$ cat src/rtl/kbd_pkg.sv
package kbd_pkg;

    typedef logic [7:0] scan_code_t;
    typedef logic [7:0] seg_t;             // Active low, bit 7 is the decimal point

    localparam int FIFO_DEPTH = 8;
    localparam int FIFO_AW    = 3;

    localparam int         RX_TIMEOUT_W = 10;    // 1024 idle cycles end a broken frame
    localparam logic [3:0] RX_LAST_BIT  = 4'd10; // Stop bit index

    localparam scan_code_t SCAN_BREAK = 8'hF0;
    localparam scan_code_t SCAN_EXT   = 8'hE0;

    localparam seg_t SEG_BLANK = 8'hFF;

    typedef struct packed {
        scan_code_t code;                  // Held key
        logic [7:0] ascii;                 // Zero when unmapped
        logic [7:0] count;                 // Distinct presses, wraps at 256
        logic       pressed;
    } key_event_t;

    // Segment order is {dp, g, f, e, d, c, b, a}
    function automatic seg_t hex_to_seg(input logic [3:0] nibble);
        seg_t seg;
        case (nibble)
            4'h0:    seg = 8'hC0;
            4'h1:    seg = 8'hF9;
            4'h2:    seg = 8'hA4;
            4'h3:    seg = 8'hB0;
            4'h4:    seg = 8'h99;
            4'h5:    seg = 8'h92;
            4'h6:    seg = 8'h82;
            4'h7:    seg = 8'hF8;
            4'h8:    seg = 8'h80;
            4'h9:    seg = 8'h90;
            4'hA:    seg = 8'h88;
            4'hB:    seg = 8'h83;      // Lower case b
            4'hC:    seg = 8'hC6;
            4'hD:    seg = 8'hA1;      // Lower case d
            4'hE:    seg = 8'h86;
            default: seg = 8'h8E;
        endcase
        return seg;
    endfunction

endpackage
$ cat src/rtl/kbd_top.sv
module kbd_top (
    input  logic          clk,
    input  logic          rst_n,
    input  logic          ps2_clk,
    input  logic          ps2_data,
    output kbd_pkg::seg_t key_lo_seg,
    output kbd_pkg::seg_t key_hi_seg,
    output kbd_pkg::seg_t ascii_lo_seg,
    output kbd_pkg::seg_t ascii_hi_seg,
    output kbd_pkg::seg_t count_lo_seg,
    output kbd_pkg::seg_t count_hi_seg,
    output logic          is_press,
    output logic          overflow
);
    import kbd_pkg::*;

    scan_code_t rx_code;
    logic       rx_valid;
    scan_code_t head_code;
    logic       not_empty;
    logic       pop;
    key_event_t evt;

    ps2_rx u_ps2_rx (
        .clk        (clk),
        .rst_n      (rst_n),
        .ps2_clk    (ps2_clk),
        .ps2_data   (ps2_data),
        .code       (rx_code),
        .code_valid (rx_valid)
    );

    scan_fifo u_scan_fifo (
        .clk       (clk),
        .rst_n     (rst_n),
        .wr_code   (rx_code),
        .wr_en     (rx_valid),
        .pop       (pop),
        .rd_code   (head_code),
        .not_empty (not_empty),
        .overflow  (overflow)
    );

    kbd_ctrl u_kbd_ctrl (
        .clk       (clk),
        .rst_n     (rst_n),
        .rd_code   (head_code),
        .not_empty (not_empty),
        .pop       (pop),
        .evt       (evt),
        .is_press  (is_press)
    );

    seg_display u_seg_display (
        .evt          (evt),
        .key_lo_seg   (key_lo_seg),
        .key_hi_seg   (key_hi_seg),
        .ascii_lo_seg (ascii_lo_seg),
        .ascii_hi_seg (ascii_hi_seg),
        .count_lo_seg (count_lo_seg),
        .count_hi_seg (count_hi_seg)
    );

endmodule

$ cat src/rtl/seg_display.sv
module seg_display (
    input  kbd_pkg::key_event_t evt,
    output kbd_pkg::seg_t       key_lo_seg,
    output kbd_pkg::seg_t       key_hi_seg,
    output kbd_pkg::seg_t       ascii_lo_seg,
    output kbd_pkg::seg_t       ascii_hi_seg,
    output kbd_pkg::seg_t       count_lo_seg,
    output kbd_pkg::seg_t       count_hi_seg
);
    import kbd_pkg::*;

    seg_t key_lo;
    seg_t key_hi;
    seg_t ascii_lo;
    seg_t ascii_hi;
    seg_t count_lo;
    seg_t count_hi;

    always_comb begin
        key_lo   = hex_to_seg(evt.code[3:0]);
        key_hi   = hex_to_seg(evt.code[7:4]);
        ascii_lo = hex_to_seg(evt.ascii[3:0]);
        ascii_hi = hex_to_seg(evt.ascii[7:4]);
        count_lo = hex_to_seg(evt.count[3:0]);
        count_hi = hex_to_seg(evt.count[7:4]);
    end

    // All digits go dark while no key is held
    assign key_lo_seg   = evt.pressed ? key_lo   : SEG_BLANK;
    assign key_hi_seg   = evt.pressed ? key_hi   : SEG_BLANK;
    assign ascii_lo_seg = evt.pressed ? ascii_lo : SEG_BLANK;
    assign ascii_hi_seg = evt.pressed ? ascii_hi : SEG_BLANK;
    assign count_lo_seg = evt.pressed ? count_lo : SEG_BLANK;
    assign count_hi_seg = evt.pressed ? count_hi : SEG_BLANK;

endmodule

$ cat src/rtl/kbd_ctrl.sv
module kbd_ctrl (
    input  logic                clk,
    input  logic                rst_n,
    input  kbd_pkg::scan_code_t rd_code,
    input  logic                not_empty,
    output logic                pop,
    output kbd_pkg::key_event_t evt,
    output logic                is_press
);
    import kbd_pkg::*;

    scan_code_t held_code;
    logic [7:0] held_ascii;
    logic [7:0] press_count;
    logic       pressed;
    logic       break_pending;
    logic       ext_pending;
    logic [7:0] lut_ascii;
    logic       is_prefix;
    logic       new_press;

    key2ascii u_key2ascii (
        .code  (rd_code),
        .ascii (lut_ascii)
    );

    assign pop = not_empty;                // Drain one code per cycle

    assign is_prefix = (rd_code == SCAN_BREAK) || (rd_code == SCAN_EXT);

    // A make code that is not a typematic repeat of the held key
    assign new_press = pop && !is_prefix && !ext_pending && !break_pending &&
                       (!pressed || rd_code != held_code);

    always_ff @(posedge clk) begin
        if (new_press) begin
            held_code  <= rd_code;
            held_ascii <= lut_ascii;
        end
    end

    always_ff @(posedge clk or negedge rst_n) begin
        if (!rst_n) begin
            press_count   <= 8'd0;
            pressed       <= 1'b0;
            break_pending <= 1'b0;
            ext_pending   <= 1'b0;
        end else if (pop) begin
            if (rd_code == SCAN_BREAK) begin
                break_pending <= 1'b1;
            end else if (rd_code == SCAN_EXT) begin
                ext_pending <= 1'b1;
            end else if (ext_pending) begin
                break_pending <= 1'b0;     // Extended keys are dropped
                ext_pending   <= 1'b0;
            end else if (break_pending) begin
                if (rd_code == held_code) begin
                    pressed <= 1'b0;
                end
                break_pending <= 1'b0;
                ext_pending   <= 1'b0;
            end else if (new_press) begin
                pressed     <= 1'b1;
                press_count <= press_count + 8'd1;
            end
        end
    end

    assign evt = '{
        code:    held_code,
        ascii:   held_ascii,
        count:   press_count,
        pressed: pressed
    };

    assign is_press = pressed;

endmodule

$ cat src/rtl/scan_fifo.sv
module scan_fifo (
    input  logic                clk,
    input  logic                rst_n,
    input  kbd_pkg::scan_code_t wr_code,
    input  logic                wr_en,
    input  logic                pop,
    output kbd_pkg::scan_code_t rd_code,
    output logic                not_empty,
    output logic                overflow
);
    import kbd_pkg::*;

    scan_code_t         mem [FIFO_DEPTH];
    logic [FIFO_AW-1:0] wr_ptr;
    logic [FIFO_AW-1:0] rd_ptr;
    logic [FIFO_AW:0]   fill;
    logic               full;
    logic               do_push;
    logic               do_pop;

    assign full      = (fill == (FIFO_AW+1)'(FIFO_DEPTH));
    assign not_empty = (fill != '0);
    assign do_pop    = pop & not_empty;
    assign do_push   = wr_en & (~full | do_pop); // A pop frees the slot this cycle
    assign rd_code   = mem[rd_ptr];              // Show-ahead head

    always_ff @(posedge clk) begin
        if (do_push) begin
            mem[wr_ptr] <= wr_code;
        end
    end

    always_ff @(posedge clk or negedge rst_n) begin
        if (!rst_n) begin
            wr_ptr   <= '0;
            rd_ptr   <= '0;
            fill     <= '0;
            overflow <= 1'b0;
        end else begin
            if (do_push) begin
                wr_ptr <= wr_ptr + 1'b1;
            end
            if (do_pop) begin
                rd_ptr <= rd_ptr + 1'b1;
            end
            case ({do_push, do_pop})
                2'b10:   fill <= fill + 1'b1;
                2'b01:   fill <= fill - 1'b1;
                default: fill <= fill;
            endcase
            overflow <= overflow | (wr_en & ~do_push); // Sticky until reset
        end
    end

endmodule

$ cat src/rtl/ps2_rx.sv
module ps2_rx (
    input  logic                clk,
    input  logic                rst_n,
    input  logic                ps2_clk,
    input  logic                ps2_data,
    output kbd_pkg::scan_code_t code,
    output logic                code_valid
);
    import kbd_pkg::*;

    logic [1:0]              clk_sync;
    logic [1:0]              data_sync;
    logic                    clk_prev;
    logic                    fall;
    logic [3:0]              bit_cnt;
    logic [10:0]             frame;
    logic [10:0]             frame_next;
    logic [RX_TIMEOUT_W-1:0] idle_cnt;
    logic                    last_bit;
    logic                    frame_ok;

    always_ff @(posedge clk or negedge rst_n) begin
        if (!rst_n) begin
            clk_sync  <= 2'b11;            // Idle bus is high
            data_sync <= 2'b11;
            clk_prev  <= 1'b1;
        end else begin
            clk_sync  <= {clk_sync[0], ps2_clk};
            data_sync <= {data_sync[0], ps2_data};
            clk_prev  <= clk_sync[1];
        end
    end

    assign fall       = clk_prev & ~clk_sync[1];
    assign frame_next = {data_sync[1], frame[10:1]}; // LSB arrives first
    assign last_bit   = (bit_cnt == RX_LAST_BIT);

    // Start low, odd parity over data and parity bit, stop high
    assign frame_ok = ~frame_next[0] & (^frame_next[9:1]) & frame_next[10];

    always_ff @(posedge clk) begin
        if (fall) begin
            frame <= frame_next;
        end
        if (fall && last_bit) begin
            code <= frame_next[8:1];
        end
    end

    always_ff @(posedge clk or negedge rst_n) begin
        if (!rst_n) begin
            bit_cnt    <= 4'd0;
            idle_cnt   <= '0;
            code_valid <= 1'b0;
        end else begin
            code_valid <= fall & last_bit & frame_ok;
            if (fall) begin
                idle_cnt <= '0;
                bit_cnt  <= last_bit ? 4'd0 : bit_cnt + 4'd1;
            end else if (bit_cnt != 4'd0 && clk_sync[1]) begin
                if (&idle_cnt) begin
                    bit_cnt  <= 4'd0;      // Keyboard went quiet mid-frame
                    idle_cnt <= '0;
                end else begin
                    idle_cnt <= idle_cnt + 1'b1;
                end
            end else begin
                idle_cnt <= '0;
            end
        end
    end

endmodule

$ cat src/rtl/key2ascii.sv
module key2ascii (
    input  kbd_pkg::scan_code_t code,
    output logic [7:0]          ascii
);

    // Scan code set 2, lower case only
    always_comb begin
        case (code)
            8'h1C:   ascii = 8'h61;        // a
            8'h32:   ascii = 8'h62;
            8'h21:   ascii = 8'h63;
            8'h23:   ascii = 8'h64;
            8'h24:   ascii = 8'h65;
            8'h2B:   ascii = 8'h66;
            8'h34:   ascii = 8'h67;
            8'h33:   ascii = 8'h68;
            8'h43:   ascii = 8'h69;
            8'h3B:   ascii = 8'h6A;
            8'h42:   ascii = 8'h6B;
            8'h4B:   ascii = 8'h6C;
            8'h3A:   ascii = 8'h6D;
            8'h31:   ascii = 8'h6E;
            8'h44:   ascii = 8'h6F;
            8'h4D:   ascii = 8'h70;
            8'h15:   ascii = 8'h71;
            8'h2D:   ascii = 8'h72;
            8'h1B:   ascii = 8'h73;
            8'h2C:   ascii = 8'h74;
            8'h3C:   ascii = 8'h75;
            8'h2A:   ascii = 8'h76;
            8'h1D:   ascii = 8'h77;
            8'h22:   ascii = 8'h78;
            8'h35:   ascii = 8'h79;
            8'h1A:   ascii = 8'h7A;        // z
            8'h45:   ascii = 8'h30;        // 0
            8'h16:   ascii = 8'h31;
            8'h1E:   ascii = 8'h32;
            8'h26:   ascii = 8'h33;
            8'h25:   ascii = 8'h34;
            8'h2E:   ascii = 8'h35;
            8'h36:   ascii = 8'h36;
            8'h3D:   ascii = 8'h37;
            8'h3E:   ascii = 8'h38;
            8'h46:   ascii = 8'h39;        // 9
            8'h29:   ascii = 8'h20;        // Space
            8'h5A:   ascii = 8'h0D;        // Enter
            8'h66:   ascii = 8'h08;        // Backspace
            default: ascii = 8'h00;
        endcase
    end

endmodule

$ cat config.mk
export PLATFORM = sky130hd
export DESIGN_NAME = kbd_top
export DESIGN_NICKNAME = d
export VERILOG_FILES = /design/src/rtl/kbd_pkg.sv /design/src/rtl/kbd_top.sv /design/src/rtl/seg_display.sv /design/src/rtl/kbd_ctrl.sv /design/src/rtl/scan_fifo.sv /design/src/rtl/ps2_rx.sv /design/src/rtl/key2ascii.sv
export SDC_FILE = /design/constraint.sdc
export NUM_CORES = 1
export LEC_CHECK = 0
export BUFFER_PORTS_ARGS = -buffer_cell sky130_fd_sc_hd__buf_4
export CORE_ASPECT_RATIO = 1.2
export CORE_MARGIN = 3
export CORE_UTILIZATION = 50
export DETAILED_ROUTE_END_ITERATION = 6
export HOLD_SLACK_MARGIN = 0.06
export PLACE_DENSITY = 0.68
export SLEW_MARGIN = 20
export SYNTH_ARGS = -nofsm -noshare
export SYNTH_HDL_FRONTEND = slang
export SYNTH_SLANG_ARGS = --single-unit
$ cat constraint.sdc
create_clock -name clk -period 8.1 [get_ports clk]
set_input_delay 1.62 -clock clk [delete_from_list [all_inputs] [get_ports clk]]
set_output_delay 1.62 -clock clk [all_outputs]
set_load 0.03 [all_outputs]
==> impl_metrics.csv, run 1 <==
group,metric,value,unit
synth,synth.yosys.seq_area_share,0.511,
sta,timing_hold_violations_final,0,
setup_path,slowest_stage,"mux2i_1",
cts,clock-sinks,153,
detailed_routing,drt_drc_violations_left,1,
sta,timing.final.crit_period,4570,ps
synth,postSynthAreaPerCell,11.3,sq um
hold_path,worst_min_delay_path_category,"flip-flop to flip-flop",
global_route,grt_max_degree,43,
layout,drive_above_1_share,0.165,
sta,tightest_slew,1100,ps
placed_design,buffers_on_ports,47,
run,reported_max_cap_violation_count,0,
global_route,grt_usage,0.190,
layout,antenna_diodes,0,
synth,asr_flop_ratio_synth,0.275,
detailed_routing,finalWirelength,16.4,mm
floorplanning,design.die.area,18200,sq um
setup_path,critical_path.top_delay_family,"multiplexers",
synth,synthesis.yosys.warnings,0,
setup_path,cp_cell_sequence,"buf_4 -> mux4_2 -> mux2i_1 -> buf_4 -> inv_1 -> xnor2_1 -> nand4_1 -> nor4_2 -> a21oi_4 -> buf_4 -> mux2i_1 -> xnor2_1 -> a211o_1",
cts,worst_setup_hold_path_clk_slew,60,ps
global_route,grt_pass1_vias,5560,
detailed_routing,drt-pass1-iter-count,6,
sta,fin_worst_skew,9.50,ps
setup_path,worst_path_max_fanout,35,
floorplanning,die_w,124,um
synth,synth_cell_type_count,66,
cts,ctsResizeCount,0,
synth,main_flop_type_after_synthesis,"edfxtp_1",
floorplanning,floorplan.rows,51,
sta,finalSetupTns,0,ps
outcome,result_of_the_run,"finished, violations left",
setup_path,timing.critical_path.slowest_cell_delay,880,ps
detailed_routing,first_iter_violations,285,
sta,fmax,219,MHz
floorplanning,floorplan.die.height,147,um
setup_path,cp_common_cell,"buf_4",
detailed_routing,detailroute.via_count,5569,
cts,worst_skew_pair.late_latency,420,ps
floorplanning,core-area,16300,sq um
floorplanning,initial_utilization,0.511,
detailed_routing,vias_per_cell,5.56,
placed_design,routabilityCongestion,0.882,
global_route,antenna_found_initial,0,
setup_path,path_buf_inv,4,
synth,yosys_register_bits,153,
detailed_routing,final_antenna_net_count,0,
setup_path,cp-end-kind,"flip-flop",
cts,cts_tree,"built",
global_route,grt_overflow,0,
sta,min_period_over_period,0.564,
layout,layout.nets,834,
placed_design,dp_hpwl,11.5,mm
setup_path,cp.arrival,4880,ps
cts,ctsHtreeMaxLevel,4,
outcome,violations,"design-rule violations",
sta,timing.slew.headroom,0.245,
setup_path,worstPathRequired,8410,ps
setup_path,crit_type,"flip-flop to flip-flop",
detailed_routing,wl_per_cell,16.4,um
sta,rsz0062_at_grt,"false",
synth,syn-cell-area,8320,sq um
cts,post_cts_hold_fix_bufs,0,
setup_path,worstSetupStartpointType,"flip-flop",
sta,setup_viol,0,
cts,clock_path_buffers,2,
cts,cts-root-buf,"clkbuf_16",
floorplanning,num_io_pins,54,
cts,cts-buffers-inserted,17,
sta,report.final.slew_viol_count,0,
global_route,grt_pass1_wl,27.3,mm
layout,area_added_between_synthesis_and_finish,12.5,%
synth,syn-instance-count,739,
synth,synth_enable_flop_cells,97,
cts,post_cts.repair.setup_buffers,0,
cell usage after synthesis (all sizes together) (16+ instances only):
cell     n  share of area
edfxtp  97           0.35
nor2    61          0.028
nand2   59          0.027
ha      53          0.080
o21ai   42          0.025
inv     41          0.018
dfrtp   37           0.11
mux2i   31          0.039
xnor2   30          0.032
nand2b  28          0.021
a21oi   27          0.016
buf     21          0.019
clkbuf  21         0.0095
mux2    16          0.022
nand3   16         0.0096
worst register-to-register path: stages, from the launching register on:
cell	delay, ps
dfrtp_1	320
buf_4	380
mux4_2	560
mux2i_1	150
buf_4	230
inv_1	320
xnor2_1	260
nand4_1	130
nor4_2	310
a21oi_4	90
buf_4	300
mux2i_1	890
xnor2_1	190
a211o_1	340
layout make-up:
class                   instances  area, sq um
well taps                     212          265
fillers                      1326         6920
flip-flops and latches        153         4250
inverters                      42          158
clock buffers                  20          468
repair buffers                 55          413
multi-input cells             507         3710
clock inverters                12         91.3
cells in the final DEF, fill, tap and decap left out, types with 3 or more instances in the layout:
master | Yosys | layout
nor2_1 | 61 | 61
nor3_1 | 13 | 13
mux2i_1 | 30 | 30
inv_1 | 40 | 40
o211ai_1 | 14 | 14
dfrtp_1 | 37 | 36
o21ai_0 | 42 | 42
and3_1 | 7 | 7
ha_1 | 53 | 53
o2bb2ai_1 | 3 | 3
dfxtp_1 | 14 | 14
or3_1 | 3 | 3
o311ai_0 | 7 | 7
clkbuf_16 | 0 | 18
nor2b_1 | 7 | 6
o22ai_1 | 3 | 3
xor2_1 | 9 | 9
clkinv_2 | 0 | 3
clkinv_4 | 0 | 5
a211oi_1 | 6 | 6
xnor2_1 | 30 | 30
buf_4 | 6 | 55
conb_1 | 1 | 6
nand3_1 | 16 | 16
a22o_1 | 6 | 6
a31oi_1 | 7 | 7
nand2b_1 | 28 | 28
mux2_2 | 16 | 16
edfxtp_1 | 97 | 97
mux4_2 | 9 | 9
nand4_1 | 6 | 6
nand2_1 | 59 | 59
a22oi_1 | 4 | 4
dfstp_2 | 5 | 5
a21oi_1 | 27 | 26
sequential cells by signal, summed over array words and instances, names as in the netlist:
register                  cells
u_ps2_rx.clk_sync             2
u_scan_fifo.overflow          1
u_kbd_ctrl.ext_pending        1
u_scan_fifo.mem              64
u_ps2_rx.clk_prev             1
u_kbd_ctrl.break_pending      1
u_kbd_ctrl.press_count        8
u_ps2_rx.data_sync            2
u_seg_display.key_hi          7
u_scan_fifo.rd_ptr            3
u_scan_fifo.wr_ptr            3
u_seg_display.key_lo          7
u_kbd_ctrl.held_ascii         7
u_ps2_rx.idle_cnt            10
u_scan_fifo.fill              4
u_ps2_rx.code                 8
u_ps2_rx.code_valid           1
u_ps2_rx.bit_cnt              4
u_ps2_rx.frame               10
u_kbd_ctrl.held_code          8
u_kbd_ctrl.is_press           1
metal layers:
| metal | global-route usage | share of wire |
|---|---|---|
| met2 | 0.329 | 0.53 |
| met3 | 0.0323 | 0.037 |
| met4 | 0.0837 | 0.022 |
| met5 | 0 | 0 |
| met1 | 0.228 | 0.41 |
stage by stage:
stage               area (sq um)   util  hold WS, ps  worst slack (ps)  cells
CTS                         9350  0.575          359              3570   1001
finish                      9360  0.575          356              3530   1001
global route                9360  0.575          363              3220   1001
global placement            8790  0.540          347              3700    969
detailed placement          8790  0.540          348              3590    969
floorplan                   8340      -          345              4210    744
path summary, 6_finish.rpt:
| kind | startpoint | cells past startpoint | end | slack, ps |
|---|---|---|---|---|
| setup / recovery | u_scan_fifo.rd_ptr[0]$_DFFE_PN0N_ | 13 | u_seg_display.key_lo[0]$_DFF_P_ | 3530 |
| hold reg to reg | u_ps2_rx.clk_sync[0]$_DFF_PN1_ | 0 | u_ps2_rx.clk_sync[1]$_DFF_PN1_ | 360 |
| max in group asynchronous | rst_n | 1 | u_kbd_ctrl.is_press$_DFFE_PN0P_ | 6520 |
| min in group asynchronous | rst_n | 1 | u_kbd_ctrl.press_count[7]$_DFFE_PN0P_ | 1190 |
| hold / removal | u_ps2_rx.clk_sync[0]$_DFF_PN1_ | 0 | u_ps2_rx.clk_sync[1]$_DFF_PN1_ | 360 |
| setup reg to reg | u_scan_fifo.rd_ptr[0]$_DFFE_PN0N_ | 13 | u_seg_display.key_lo[0]$_DFF_P_ | 3530 |
logic make-up after synthesis:
logic type / Yosys count / share of synthesized area
other: 1 / 0.000451
buffers and inverters: 84 / 0.0472
xor gates and xnor gates: 39 / 0.0411
AOI/OAI and AO/OA: 141 / 0.112
DFF: 153 / 0.511
and+or+nand+nor: 211 / 0.121
adders and majority gates: 54 / 0.0821
muxes: 56 / 0.0848
Power of run 1 is not shown: default switching activity piles up to over one toggle a cycle in this logic, so the estimate is an artifact.
==> run 2, diff against run 1 <==
--- a/config.mk
+++ b/config.mk
@@ -11,7 +11,7 @@
 export CORE_UTILIZATION = 50
 export DETAILED_ROUTE_END_ITERATION = 6
 export HOLD_SLACK_MARGIN = 0.06
-export PLACE_DENSITY = 0.68
+export PLACE_DENSITY = 0.7
 export SLEW_MARGIN = 20
 export SYNTH_ARGS = -nofsm -noshare
 export SYNTH_HDL_FRONTEND = slang
==> constraint.sdc (replaced) <==
create_clock -name clk -period 3.7 [get_ports clk]
set_input_delay 0.74 -clock clk [delete_from_list [all_inputs] [get_ports clk]]
set_output_delay 0.74 -clock clk [all_outputs]
set_load 0.03 [all_outputs]
==> run 2 against run 1 <==
Effect of this change:
- clock-buffer cell count did not move
- highest routed layer unchanged
- cell count rose by 2.2%
- the flow now finishes without violations
- largest cell class unchanged
- first-iteration DRC count fell by 0.70%
- die area did not move
- sequential cell count did not move
==> impl_metrics.csv, run 2 (synthesis results as in run 1) <==
group,metric,value,unit
cts,cts-root-buf,"clkbuf_16",
layout,ff_latch_area,4250,sq um
global_route,grt_usage,0.187,
detailed_routing,vias_per_cell,5.52,
cts,worst_skew_pair.late_latency,410,ps
cts,worst_setup_hold_path_clk_slew,60,ps
sta,min_period_over_period,0.946,
placed_design,buffers_on_ports,47,
setup_path,path_buf_inv,2,
floorplanning,num_io_pins,54,
cts,clock_path_buffers,2,
setup_path,cp.arrival,3810,ps
layout,area_added_between_synthesis_and_finish,14.8,%
cts,post_cts_hold_fix_bufs,0,
sta,tightest_slew,915,ps
cts,cts-buffers-inserted,17,
layout,final_util,0.587,
setup_path,critical_path.top_delay_family,"simple AND/OR/NAND/NOR gates",
layout,largest_register,"u_scan_fifo.mem",
sta,rsz0062_at_grt,"false",
floorplanning,core-area,16300,sq um
placed_design,inst_count_dp,991,
setup_path,cp_cell_sequence,"buf_4 -> mux2_2 -> o22ai_1 -> nor3_1 -> or4b_4 -> nor4_4 -> a21oi_4 -> mux2_2 -> inv_1 -> ha_1 -> or3_1 -> o221a_2",
floorplanning,floorplan.rows,51,
setup_path,worstPathRequired,4000,ps
sta,fmax,286,MHz
floorplanning,floorplan.die.height,147,um
layout,antenna_diodes,0,
cts,clock-sinks,153,
layout,multi_input_comb_area,3730,sq um
sta,timing.slew.headroom,0.388,
cts,cts_tree,"built",
detailed_routing,final_antenna_net_count,0,
global_route,grt_max_degree,43,
layout,mostFrequentLayoutCell,"edfxtp_1",
sta,setup_viol,0,
layout,largest_reg_flops,64,
outcome,result_of_the_run,"completed",
setup_path,slowest_stage,"or4b_4",
layout,biggestRegsByFlops,"u_scan_fifo.mem (64), u_ps2_rx.frame (10), u_ps2_rx.idle_cnt (10)",
sta,timing.final.crit_period,3500,ps
layout,drive_above_1_share,0.187,
global_route,grt_pass1_wl,27.2,mm
sta,finalSetupTns,0,ps
detailed_routing,detailroute.via_count,5644,
setup_path,cp-end-kind,"flip-flop",
floorplanning,die_w,124,um
global_route,antenna_found_initial,0,
global_route,grt_overflow,0,
placed_design,dp_hpwl,11.9,mm
run,reported_max_cap_violation_count,0,
floorplanning,design.die.area,18200,sq um
detailed_routing,drt-pass1-iter-count,5,
detailed_routing,drt_drc_violations_left,0,
setup_path,crit_type,"flip-flop to flip-flop",
setup_path,timing.critical_path.slowest_cell_delay,530,ps
placed_design,routabilityCongestion,0.858,
setup_path,critPathLaunch,"u_scan_fifo.rd_ptr[0]$_DFFE_PN0N_",
setup_path,worstSetupStartpointType,"flip-flop",
sta,worst_hold_slack,304,ps
layout,finalNonFillerCells,1023,
setup_path,r2r_start,"u_scan_fifo.rd_ptr[0]$_DFFE_PN0N_",
detailed_routing,wl_per_cell,16.0,um
floorplanning,initial_utilization,0.511,
sta,fin_worst_skew,7.32,ps
detailed_routing,first_iter_violations,283,
layout,layout.nets,856,
global_route,grt_pass1_vias,5576,
sta,report.final.slew_viol_count,0,
detailed_routing,finalWirelength,16.3,mm
layout,final_cell_mix,"edfxtp_1, buf_4, nor2_1",
setup_path,worst_path_max_fanout,12,
cts,ctsHtreeMaxLevel,4,
sta,timing_hold_violations_final,0,
cts,post_cts.repair.setup_buffers,0,
layout,fillCellCount,1341,
hold_path,worst_min_delay_path_category,"primary input to asynchronous set/reset pin",
setup_path,cp_common_cell,"mux2_2",
## run 2: area by class of cell
cell class / instances / area share
Clock inverter: 12 / 0.0148
Clock buffer: 20 / 0.0457
Multi-Input combinational cell: 507 / 0.390
Sequential cell: 153 / 0.445
Inverter: 42 / 0.0165
Timing Repair Buffer: 77 / 0.0605
Tap cell: 212 / 0.0278
## run 2: per-layer routing
metal | part of all wire | up-vias | global-route usage
li1 | - | 2755 | -
met1 | 0.42 | 2736 | 0.230
met2 | 0.53 | 128 | 0.326
met3 | 0.033 | 25 | 0.0300
met4 | 0.022 | 0 | 0.0726
met5 | 0 | - | 0
## run 2: timing repair
action	in CTS	in global routing
endpoints found under the setup margin	0	7
gates resized for setup	0	3
endpoints found under the hold margin	0	0
## run 2: through the flow
| stage | worst slack [ps] | area, sq um |
|---|---|---|
| floorplan | 64.4 | 8350 |
| global placement | 240 | 8960 |
| detailed placement | 60.2 | 8960 |
| CTS | 52.3 | 9540 |
| global route | 12.5 | 9560 |
| finish | 200 | 9560 |
## run 2: worst paths after layout
| check | to | cells after the start | slack, ps |
|---|---|---|---|
| setup / recovery | u_seg_display.key_hi[0]$_DFF_P_ | 12 | 200 |
| hold / removal | u_kbd_ctrl.press_count[6]$_DFFE_PN0P_ | 1 | 300 |
| setup reg to reg | u_seg_display.key_hi[0]$_DFF_P_ | 12 | 200 |
| hold reg to reg | u_ps2_rx.clk_sync[1]$_DFF_PN1_ | 0 | 360 |
| max in group asynchronous | u_ps2_rx.clk_sync[1]$_DFF_PN1_ | 1 | 3000 |
| min in group clk | u_ps2_rx.clk_sync[1]$_DFF_PN1_ | 0 | 360 |
Power of run 2 is left out for the same reason.
